$ cat src/hdl/execLane_settings.svh
// Execution lane settings
// Data, issue-number and register-index widths, and the multiply-add depth
`ifndef EXEC_LANE_SETTINGS_SVH
`define EXEC_LANE_SETTINGS_SVH

////////////////////////////////////////////////////////////////////////////
// Word widths
`define DATA_WIDTH		32		// Operands and results
`define ISSUE_WIDTH		8		// Issue number tag, wraps around
`define INDEX_WIDTH		5		// Destination register index

////////////////////////////////////////////////////////////////////////////
// Pipeline
`define MULT_ADD_DEPTH	4		// Stages from request to offered result

`endif
$ cat src/hdl/execLanePkg.sv
// Execution lane package
// Shared word types, operation codes and the load/store FSM states
`default_nettype none
`include "execLane_settings.svh"

package execLanePkg;

	typedef logic [`DATA_WIDTH-1:0]		dataT;			// Data word
	typedef logic [`ISSUE_WIDTH-1:0]	issueNoT;		// Issue number tag
	typedef logic [`INDEX_WIDTH-1:0]	indexT;			// Register index

	typedef logic [1:0]					opTypeT;
	typedef logic [1:0]					opClassT;

	////////////////////////////////////////////////////////////////////////////
	// Operation type codes
	localparam opTypeT	OP_MULT_ADD		= 2'b00;
	localparam opTypeT	OP_LOAD_STORE	= 2'b11;

	// Bits of the operation class
	localparam int		CLASS_ODD_BIT	= 0;		// Odd load/store unit
	localparam int		CLASS_STORE_BIT	= 1;		// Store, not load

	////////////////////////////////////////////////////////////////////////////
	// Load/store unit FSM
	typedef enum logic [1:0] {
		IDLE,									// Free for a command
		WAIT_READY,								// Waiting for ready and grant
		ACCESS,									// Granted, waiting for end of access
		HOLD_RESULT								// Load data held until accepted
	} ldStStateT;

endpackage

`default_nettype wire

$ cat src/hdl/execLane.sv
// Vector execution lane
// Decodes commands into one multiply-add pipeline and two load/store units
// and merges their results onto one write-back port
`timescale 1ns/1ps
`default_nettype none

module execLane (
	input wire							clock,
	input wire							reset,
	input wire							req,
	input wire execLanePkg::opTypeT		opType,
	input wire execLanePkg::opClassT	opClass,
	input wire execLanePkg::indexT		dst,
	input wire execLanePkg::issueNoT	issueNo,		// Current issue number
	input wire execLanePkg::dataT		srcA,
	input wire execLanePkg::dataT		srcB,
	input wire execLanePkg::dataT		srcC,
	input wire							stall,			// Holds the write-back port
	input wire							memReady0,
	input wire							memReady1,
	input wire							memGrant0,
	input wire							memGrant1,
	input wire							memEnd0,
	input wire							memEnd1,
	input wire execLanePkg::dataT		loadData0,
	input wire execLanePkg::dataT		loadData1,
	output logic						memReq0,
	output logic						memReq1,
	output logic						memWrite0,
	output logic						memWrite1,
	output execLanePkg::dataT			memAddr0,
	output execLanePkg::dataT			memAddr1,
	output execLanePkg::dataT			storeData0,
	output execLanePkg::dataT			storeData1,
	output logic						wbValid,
	output execLanePkg::indexT			wbDst,
	output execLanePkg::dataT			wbData,
	output execLanePkg::issueNoT		wbIssueNo,
	output logic						ldStDone0,
	output logic						ldStDone1
);

	logic					multAddReq, evenReq, oddReq, isStore;
	logic					multAddValid, oddValid, evenValid;
	logic					multAddAccept, oddAccept, evenAccept;
	execLanePkg::indexT		multAddDst, oddDst, evenDst;
	execLanePkg::dataT		multAddData, oddData, evenData;
	execLanePkg::issueNoT	multAddIssueNo, oddIssueNo, evenIssueNo;

	////////////////////////////////////////////////////////////////////////////
	// Command decode
	assign multAddReq	= req & (opType == execLanePkg::OP_MULT_ADD);
	assign evenReq		= req & (opType == execLanePkg::OP_LOAD_STORE)
							& ~opClass[execLanePkg::CLASS_ODD_BIT];
	assign oddReq		= req & (opType == execLanePkg::OP_LOAD_STORE)
							& opClass[execLanePkg::CLASS_ODD_BIT];
	assign isStore		= opClass[execLanePkg::CLASS_STORE_BIT];

	multAddUnit multAdd (
		.clock(clock), .reset(reset), .req(multAddReq), .dst(dst), .issueNo(issueNo),
		.srcA(srcA), .srcB(srcB), .srcC(srcC), .accept(multAddAccept),
		.valid(multAddValid), .resDst(multAddDst), .resData(multAddData),
		.resIssueNo(multAddIssueNo)
	);

	loadStoreUnit ldStEven (
		.clock(clock), .reset(reset), .req(evenReq), .isStore(isStore), .dst(dst),
		.issueNo(issueNo), .srcA(srcA), .srcB(srcB), .srcC(srcC),
		.memReady(memReady0), .memGrant(memGrant0), .memEnd(memEnd0), .loadData(loadData0),
		.accept(evenAccept), .memReq(memReq0), .memWrite(memWrite0), .memAddr(memAddr0),
		.storeData(storeData0), .valid(evenValid), .resDst(evenDst), .resData(evenData),
		.resIssueNo(evenIssueNo), .done(ldStDone0)
	);

	loadStoreUnit ldStOdd (
		.clock(clock), .reset(reset), .req(oddReq), .isStore(isStore), .dst(dst),
		.issueNo(issueNo), .srcA(srcA), .srcB(srcB), .srcC(srcC),
		.memReady(memReady1), .memGrant(memGrant1), .memEnd(memEnd1), .loadData(loadData1),
		.accept(oddAccept), .memReq(memReq1), .memWrite(memWrite1), .memAddr(memAddr1),
		.storeData(storeData1), .valid(oddValid), .resDst(oddDst), .resData(oddData),
		.resIssueNo(oddIssueNo), .done(ldStDone1)
	);

	writeBackSelect wbSelect (
		.issueNo(issueNo), .stall(stall),
		.multAddValid(multAddValid), .multAddDst(multAddDst), .multAddData(multAddData),
		.multAddIssueNo(multAddIssueNo),
		.oddValid(oddValid), .oddDst(oddDst), .oddData(oddData), .oddIssueNo(oddIssueNo),
		.evenValid(evenValid), .evenDst(evenDst), .evenData(evenData),
		.evenIssueNo(evenIssueNo),
		.wbValid(wbValid), .wbDst(wbDst), .wbData(wbData), .wbIssueNo(wbIssueNo),
		.multAddAccept(multAddAccept), .oddAccept(oddAccept), .evenAccept(evenAccept)
	);

	// Every issued command must land in one of the units
	knownOpType: assert property (@(posedge clock) disable iff (reset)
		req |-> !$isunknown(opType) && (opType == execLanePkg::OP_MULT_ADD
			|| opType == execLanePkg::OP_LOAD_STORE))
		else $error("execLane: command with undefined opType");

endmodule

`default_nettype wire

$ cat src/hdl/writeBackSelect.sv
// Write-back select
// Picks the oldest offered result by issue-number age for the single write-back port
// Ties go to multiply-add, then the odd unit, then the even unit
`timescale 1ns/1ps
`default_nettype none

module writeBackSelect (
	input wire execLanePkg::issueNoT	issueNo,
	input wire							stall,
	input wire							multAddValid,
	input wire execLanePkg::indexT		multAddDst,
	input wire execLanePkg::dataT		multAddData,
	input wire execLanePkg::issueNoT	multAddIssueNo,
	input wire							oddValid,
	input wire execLanePkg::indexT		oddDst,
	input wire execLanePkg::dataT		oddData,
	input wire execLanePkg::issueNoT	oddIssueNo,
	input wire							evenValid,
	input wire execLanePkg::indexT		evenDst,
	input wire execLanePkg::dataT		evenData,
	input wire execLanePkg::issueNoT	evenIssueNo,
	output logic						wbValid,
	output execLanePkg::indexT			wbDst,
	output execLanePkg::dataT			wbData,
	output execLanePkg::issueNoT		wbIssueNo,
	output logic						multAddAccept,
	output logic						oddAccept,
	output logic						evenAccept
);

	execLanePkg::issueNoT	multAddAge;
	execLanePkg::issueNoT	oddAge;
	execLanePkg::issueNoT	evenAge;
	execLanePkg::issueNoT	ldStAge;
	logic					ldStValid;
	logic					oddFirst;
	logic					multAddFirst;

	// Age wraps with the issue number
	assign multAddAge	= issueNo - multAddIssueNo;
	assign oddAge		= issueNo - oddIssueNo;
	assign evenAge		= issueNo - evenIssueNo;

	assign oddFirst		= oddValid & (~evenValid | (oddAge >= evenAge));
	assign ldStValid	= oddValid | evenValid;
	assign ldStAge		= oddFirst ? oddAge : evenAge;
	assign multAddFirst	= multAddValid & (~ldStValid | (multAddAge >= ldStAge));

	assign wbValid			= (multAddValid | ldStValid) & ~stall;
	assign multAddAccept	= wbValid & multAddFirst;
	assign oddAccept		= wbValid & ~multAddFirst & oddFirst;
	assign evenAccept		= wbValid & ~multAddFirst & ~oddFirst;

	assign wbDst		= multAddFirst ? multAddDst : oddFirst ? oddDst : evenDst;
	assign wbData		= multAddFirst ? multAddData : oddFirst ? oddData : evenData;
	assign wbIssueNo	= multAddFirst ? multAddIssueNo : oddFirst ? oddIssueNo : evenIssueNo;

	// One accept per write-back, none under stall
	always_comb begin
		oneAccept: assert final ($onehot0({multAddAccept, oddAccept, evenAccept})
			&& (|{multAddAccept, oddAccept, evenAccept}) == wbValid)
			else $error("writeBackSelect: accept pulses disagree with wbValid");
	end

endmodule

`default_nettype wire

$ cat src/hdl/loadStoreUnit.sv
// Load/store unit
// Latches one command, runs the memory port handshake and holds the load
// result until the write-back port accepts it
`timescale 1ns/1ps
`default_nettype none

module loadStoreUnit (
	input wire							clock,
	input wire							reset,
	input wire							req,
	input wire							isStore,
	input wire execLanePkg::indexT		dst,
	input wire execLanePkg::issueNoT	issueNo,
	input wire execLanePkg::dataT		srcA,
	input wire execLanePkg::dataT		srcB,
	input wire execLanePkg::dataT		srcC,
	input wire							memReady,
	input wire							memGrant,
	input wire							memEnd,
	input wire execLanePkg::dataT		loadData,
	input wire							accept,
	output logic						memReq,
	output logic						memWrite,
	output execLanePkg::dataT			memAddr,
	output execLanePkg::dataT			storeData,
	output logic						valid,
	output execLanePkg::indexT			resDst,
	output execLanePkg::dataT			resData,
	output execLanePkg::issueNoT		resIssueNo,
	output logic						done
);

	execLanePkg::ldStStateT	state;
	logic					isStoreQ;				// Command kind of the latched access
	logic					storeDoneQ;				// Done pulse of a finished store

	////////////////////////////////////////////////////////////////////////////
	// FSM and memory request
	always_ff @(posedge clock) begin
		if (reset) begin
			state		<= execLanePkg::IDLE;
			memReq		<= 1'b0;
			storeDoneQ	<= 1'b0;
		end else begin
			storeDoneQ	<= 1'b0;
			case (state)
				execLanePkg::IDLE: begin
					if (req) begin
						state <= execLanePkg::WAIT_READY;
					end
				end
				execLanePkg::WAIT_READY: begin
					if (memReq && memGrant) begin
						memReq	<= 1'b0;
						state	<= execLanePkg::ACCESS;
					end else if (memReady) begin
						memReq	<= 1'b1;			// Stays up until granted
					end
				end
				execLanePkg::ACCESS: begin
					if (memEnd) begin
						if (isStoreQ) begin
							storeDoneQ	<= 1'b1;
							state		<= execLanePkg::IDLE;
						end else begin
							state		<= execLanePkg::HOLD_RESULT;
						end
					end
				end
				execLanePkg::HOLD_RESULT: begin
					if (accept) begin
						state <= execLanePkg::IDLE;
					end
				end
				default: state <= execLanePkg::IDLE;
			endcase
		end
	end

	////////////////////////////////////////////////////////////////////////////
	// Command and result registers
	always_ff @(posedge clock) begin
		if (state == execLanePkg::IDLE && req) begin
			isStoreQ	<= isStore;
			resDst		<= dst;
			resIssueNo	<= issueNo;
			memAddr		<= srcA + srcC;				// Base plus offset
			storeData	<= srcB;
		end
		if (state == execLanePkg::ACCESS && memEnd && !isStoreQ) begin
			resData		<= loadData;				// Valid in the end-of-access cycle
		end
	end

	assign memWrite	= memReq & isStoreQ;
	assign valid	= (state == execLanePkg::HOLD_RESULT);

	// A load is done once written back, a store right after its access
	assign done		= storeDoneQ | (valid & accept);

	reqWhileBusy: assert property (@(posedge clock) disable iff (reset)
		req |-> state == execLanePkg::IDLE)
		else $error("loadStoreUnit: request while busy");

endmodule

`default_nettype wire

$ cat src/hdl/multAddUnit.sv
// Multiply-add pipeline
// Stage 0 multiplies srcA by srcB, stage 1 adds srcC, later stages carry the result
// Every stage has its own valid bit, destination and issue number
`timescale 1ns/1ps
`default_nettype none
`include "execLane_settings.svh"

module multAddUnit (
	input wire							clock,
	input wire							reset,
	input wire							req,
	input wire execLanePkg::indexT		dst,
	input wire execLanePkg::issueNoT	issueNo,
	input wire execLanePkg::dataT		srcA,
	input wire execLanePkg::dataT		srcB,
	input wire execLanePkg::dataT		srcC,
	input wire							accept,
	output logic						valid,
	output execLanePkg::indexT			resDst,
	output execLanePkg::dataT			resData,
	output execLanePkg::issueNoT		resIssueNo
);

	logic					validQ		[`MULT_ADD_DEPTH];
	execLanePkg::indexT		dstQ		[`MULT_ADD_DEPTH];
	execLanePkg::issueNoT	issueQ		[`MULT_ADD_DEPTH];
	execLanePkg::dataT		dataQ		[`MULT_ADD_DEPTH];
	execLanePkg::dataT		addendQ;				// srcC on its way to the adder
	logic					hold;
	logic					advance;

	// Head result waiting for write-back freezes every stage
	assign hold		= validQ[`MULT_ADD_DEPTH-1] & ~accept;
	assign advance	= ~hold;

	////////////////////////////////////////////////////////////////////////////
	// Valid bits
	always_ff @(posedge clock) begin
		if (reset) begin
			for (int i = 0; i < `MULT_ADD_DEPTH; i++) begin
				validQ[i] <= 1'b0;
			end
		end else if (advance) begin
			validQ[0] <= req;
			for (int i = 1; i < `MULT_ADD_DEPTH; i++) begin
				validQ[i] <= validQ[i-1];
			end
		end
	end

	////////////////////////////////////////////////////////////////////////////
	// Data and tags
	always_ff @(posedge clock) begin
		if (advance) begin
			dstQ[0]		<= dst;
			issueQ[0]	<= issueNo;
			dataQ[0]	<= srcA * srcB;				// Low word of the product
			addendQ		<= srcC;
			dstQ[1]		<= dstQ[0];
			issueQ[1]	<= issueQ[0];
			dataQ[1]	<= dataQ[0] + addendQ;
			for (int i = 2; i < `MULT_ADD_DEPTH; i++) begin
				dstQ[i]		<= dstQ[i-1];
				issueQ[i]	<= issueQ[i-1];
				dataQ[i]	<= dataQ[i-1];
			end
		end
	end

	assign valid		= validQ[`MULT_ADD_DEPTH-1];
	assign resDst		= dstQ[`MULT_ADD_DEPTH-1];
	assign resData		= dataQ[`MULT_ADD_DEPTH-1];
	assign resIssueNo	= issueQ[`MULT_ADD_DEPTH-1];

	// Issue stage must not send a multiply-add into a frozen pipeline
	reqWhileHeld: assert property (@(posedge clock) disable iff (reset) req |-> !hold)
		else $error("multAddUnit: request while the pipeline holds");

endmodule

`default_nettype wire

$ cat config.mk
export PLATFORM = sky130hd
export DESIGN_NAME = execLane
export DESIGN_NICKNAME = d
export VERILOG_FILES = /design/src/hdl/execLanePkg.sv /design/src/hdl/execLane.sv /design/src/hdl/writeBackSelect.sv /design/src/hdl/loadStoreUnit.sv /design/src/hdl/multAddUnit.sv
export VERILOG_INCLUDE_DIRS = /design/src /design/src/hdl
export SDC_FILE = /design/constraint.sdc
export NUM_CORES = 2
export LEC_CHECK = 0
export ABC_AREA = 0
export CAP_MARGIN = 10
export CELL_PAD_IN_SITES_DETAIL_PLACEMENT = 1
export CELL_PAD_IN_SITES_GLOBAL_PLACEMENT = 1
export CORE_AREA = 2 2 335 238
export CTS_BUF_LIST = sky130_fd_sc_hd__clkbuf_8
export CTS_CLUSTER_SIZE = 24
export DETAILED_ROUTE_END_ITERATION = 10
export DIE_AREA = 0 0 337 240
export DONT_BUFFER_PORTS = 1
export GPL_ROUTABILITY_DRIVEN = 0
export GPL_TIMING_DRIVEN = 0
export PLACE_DENSITY_LB_ADDON = 0.3
export SYNTH_ARGS = -nofsm -noshare
export SYNTH_HDL_FRONTEND = slang
export SYNTH_SLANG_ARGS = --single-unit
$ cat constraint.sdc
create_clock -name clock -period 9.15 [get_ports clock]
set_input_delay 0.4575 -clock clock [delete_from_list [all_inputs] [get_ports clock]]
set_output_delay 0.4575 -clock clock [all_outputs]
set_load 0.01 [all_outputs]
==> impl_metrics.yaml <==
status:
  outcome: "complete, no violations"
clocking:
  clock_sinks: 444
  root_buffer: "clkbuf_8"
  clk_pin_slew_ns: 0.07
  postCtsSetupBuffers: 0
  h-tree-depth: 3
  cts_resized: 0
  numCtsBuffers: 74
  cts_tree: "yes"
  clock_latency_ns: 0.70
  holdBufCountCts: 147
  clockBufferDepth: 3
global_routing:
  grt_pass1_vias: 26790
  grt_max_degree: 69
  grt.overflow.total: 0
  antenna_found_initial: 16
  grt_first_pass_wirelength_mm: 173
  grtUsageTotal_pct: 29.4
synthesis:
  synthSimpleGateAreaFrac_pct: 12.2
  yosysWarnings: 0
  synth-edff-count: 436
  synth_area_leaders: "edfxtp_1, fa_1, ha_1, and2_1, inv_1"
  muxShareOfSynthArea_pct: 1.36
  synth_compound_area_share_pct: 6.06
  synth_common_cells: "inv_1, edfxtp_1, fa_1, and2_1, nand2_1"
  ys.flop_type: "edfxtp_1"
  synth_cells: 2997
  synth.largest_area_cell: "edfxtp_1"
  synthesis.nets: 3819
  synth_top_area_share_pct: 37.8
  netlist_area_um2: 34600
  synthAdderAreaFrac_pct: 31.9
  ys_ff_latch: 444
  syn_avg_cell_area_um2: 11.6
  synth_top_family_by_area: "adder cells"
  synth_most_common_cell: "inv_1"
  async_flop_share_pct: 0
  synth_xor_area_share_pct: 4.07
  ys_seq_area_share_pct: 38.3
  ys_types: 64
die:
  initial_core_util_pct: 44.5
  dieArea_um2: 80900
  die_y_um: 240
  rows: 86
  pin_count: 367
  coreArea_um2: 77800
  die_w_um: 337
routing:
  vias_per_cell: 5.45
  wl_mm: 117
  post_drt_wl_per_cell_um: 26.6
  dr.pass1.iters: 5
  ant_nets: 0
  drc: 0
  via_count: 23859
  drtIter0Drc: 1750
sta:
  worst_slew_pin_slew_ns: 0.996
  fin_crit_ns: 8.11
  final_min_period_over_clock_period_pct: 88.7
  skew_ns: 0.0491
  finalSetupViolCount: 0
  maxSlewViolCount: 0
  rsz0062_at_grt: "no"
  tns_ns: 0
  max_freq_mhz: 123
  hold_violations: 0
  slew_headroom_pct: 33.6
  worst_slack_ns: 1.04
cells_and_area:
  fill_cells: 8315
  area_growth_pct: 13.4
  nets: 4070
  drive_gt1_share_pct: 4.42
placed_design:
  dp_hpwl_mm: 89.6
  port_buffers: 0
  place_ws_ns: 0.590
setup_path:
  arrival_ns: 8.51
  rr_endpoint: "multAdd.addendQ[30]"
  crit_fanout: 11
  reg2reg_from: "ldStOdd.resIssueNo[1]"
  start_kind: "input port"
  reg2reg_depth: 26
  worstPathRequired_ns: 9.54
  reg2reg_slack_ns: 2.25
  worstSetupEndpointType: "register"
  critical_path_class: "input port to register"
run:
  max-cap-violations: 0
min_path:
  hold_class: "input port to register"
  min_from: "memGrant0"
  holdPathEnd: "ldStEven.state[0]"
  min_path_cells: 3
[cells in the final DEF (no fill, tap or decap), drive strengths merged, types with 17 or more instances in the layout]
master and n:
fa 413, nand2b 20, nand3 17, mux2i 47, a211oi 17, edfxtp 436, clkbuf 183, ha 222
and2 352, diode 19, nor3 17, inv 471, xnor2 119, clkinv 32, buf 32, o21ai 96
nor2 58, a21o 46, dlygate4sd3 147, a21oi 96, xor2 42, nand2 286
[per-layer routing]
metal  global-route usage (%)  part of all wire (%)  up-vias
met5                        0                     0        -
met4                     10.4                   3.5        0
met3                     7.43                   9.7      219
met2                     47.3                    46      976
met1                     38.6                    40    12361
li1                         -                     -    10303
[worst max path at each step]
stage	slack, ns	depth (start not counted)	to	from
3_3_place_gp	-5.27	2	ldStEven.memAddr[28]	ldStEven.state[1]
2_1_floorplan	0.48	2	ldStEven.isStoreQ	ldStEven.state[1]
3_5_place_dp	0.59	22	multAdd.dataQ[0][30]	srcB[2]
6_report	1.04	22	multAdd.dataQ[0][30]	srcB[2]
5_1_grt	0.90	22	multAdd.dataQ[0][30]	srcB[2]
4_1_cts	1.26	22	multAdd.dataQ[0][30]	srcB[2]
[layout make-up]
| class | count | area, um2 | area share (%) |
|---|---|---|---|
| diodes | 19 | 47.5 | 0.121 |
| plain buffers | 111 | 417 | 1.06 |
| clock buffers | 76 | 1050 | 2.66 |
| clock inverters | 58 | 403 | 1.03 |
| inverters | 451 | 1690 | 4.31 |
| multi-input cells | 1991 | 19300 | 49.1 |
| flip-flops and latches | 444 | 13300 | 33.8 |
| well taps | 1056 | 1320 | 3.36 |
| repair buffers | 175 | 1800 | 4.58 |
[per-stage QoR]
step | hold WS, ns | cell area, um2 | std cells | util [%]
finish | 0.0806 | 39300 | 4381 | 50.5
global route | 0.0833 | 39200 | 4369 | 50.4
CTS | 0.0276 | 39200 | 4362 | 50.4
detailed placement | 0.406 | 36300 | 4081 | 46.7
global placement | 0.400 | 35900 | 4053 | 46.2
floorplan | 0.400 | 34600 | 2997 | -
[flip-flops by register name, summed over array words and instances, names as in the netlist]
register,count
ldStEven.state,2
multAdd.issueQ,32
ldStOdd.resData,32
ldStEven.resDst,5
ldStEven.memAddr,32
ldStOdd.resIssueNo,8
ldStEven.isStoreQ,1
ldStOdd.isStoreQ,1
ldStOdd.memAddr,32
ldStOdd.storeData,32
ldStEven.memReq,1
ldStEven.storeData,32
ldStOdd.memReq,1
ldStOdd.storeDoneQ,1
ldStEven.storeDoneQ,1
multAdd.addendQ,32
ldStEven.resIssueNo,8
multAdd.dataQ,128
multAdd.dstQ,20
ldStOdd.state,2
multAdd.validQ,4
ldStOdd.resDst,5
ldStEven.resData,32
[kinds of logic after synthesis]
| group | Yosys count |
|---|---|
| and+or+nand+nor | 814 |
| adders and majority gates | 635 |
| buffers and inverters | 562 |
| DFF | 444 |
| AOI/OAI and AO/OA | 334 |
| xor gates and xnor gates | 161 |
| muxes | 47 |
[worst max-delay path: stages]
cell and delay (ns):
clkbuf_1 0.62, clkbuf_1 0.77, and2_1 0.27, fa_1 0.39, inv_1 0.10, fa_1 0.43, fa_1 0.54, fa_1 0.59
inv_1 0.06, fa_1 0.49, fa_1 0.46, fa_1 0.44, fa_1 0.47, ha_1 0.28, clkbuf_1 0.28, nand4_1 0.21
nor2_1 0.30, nand3_1 0.13, a31oi_1 0.50, o211ai_1 0.26, o21ai_0 0.30, xor2_1 0.12
Power is not shown: default switching activity piles up to over one toggle a cycle in this logic, so the estimate is an artifact.
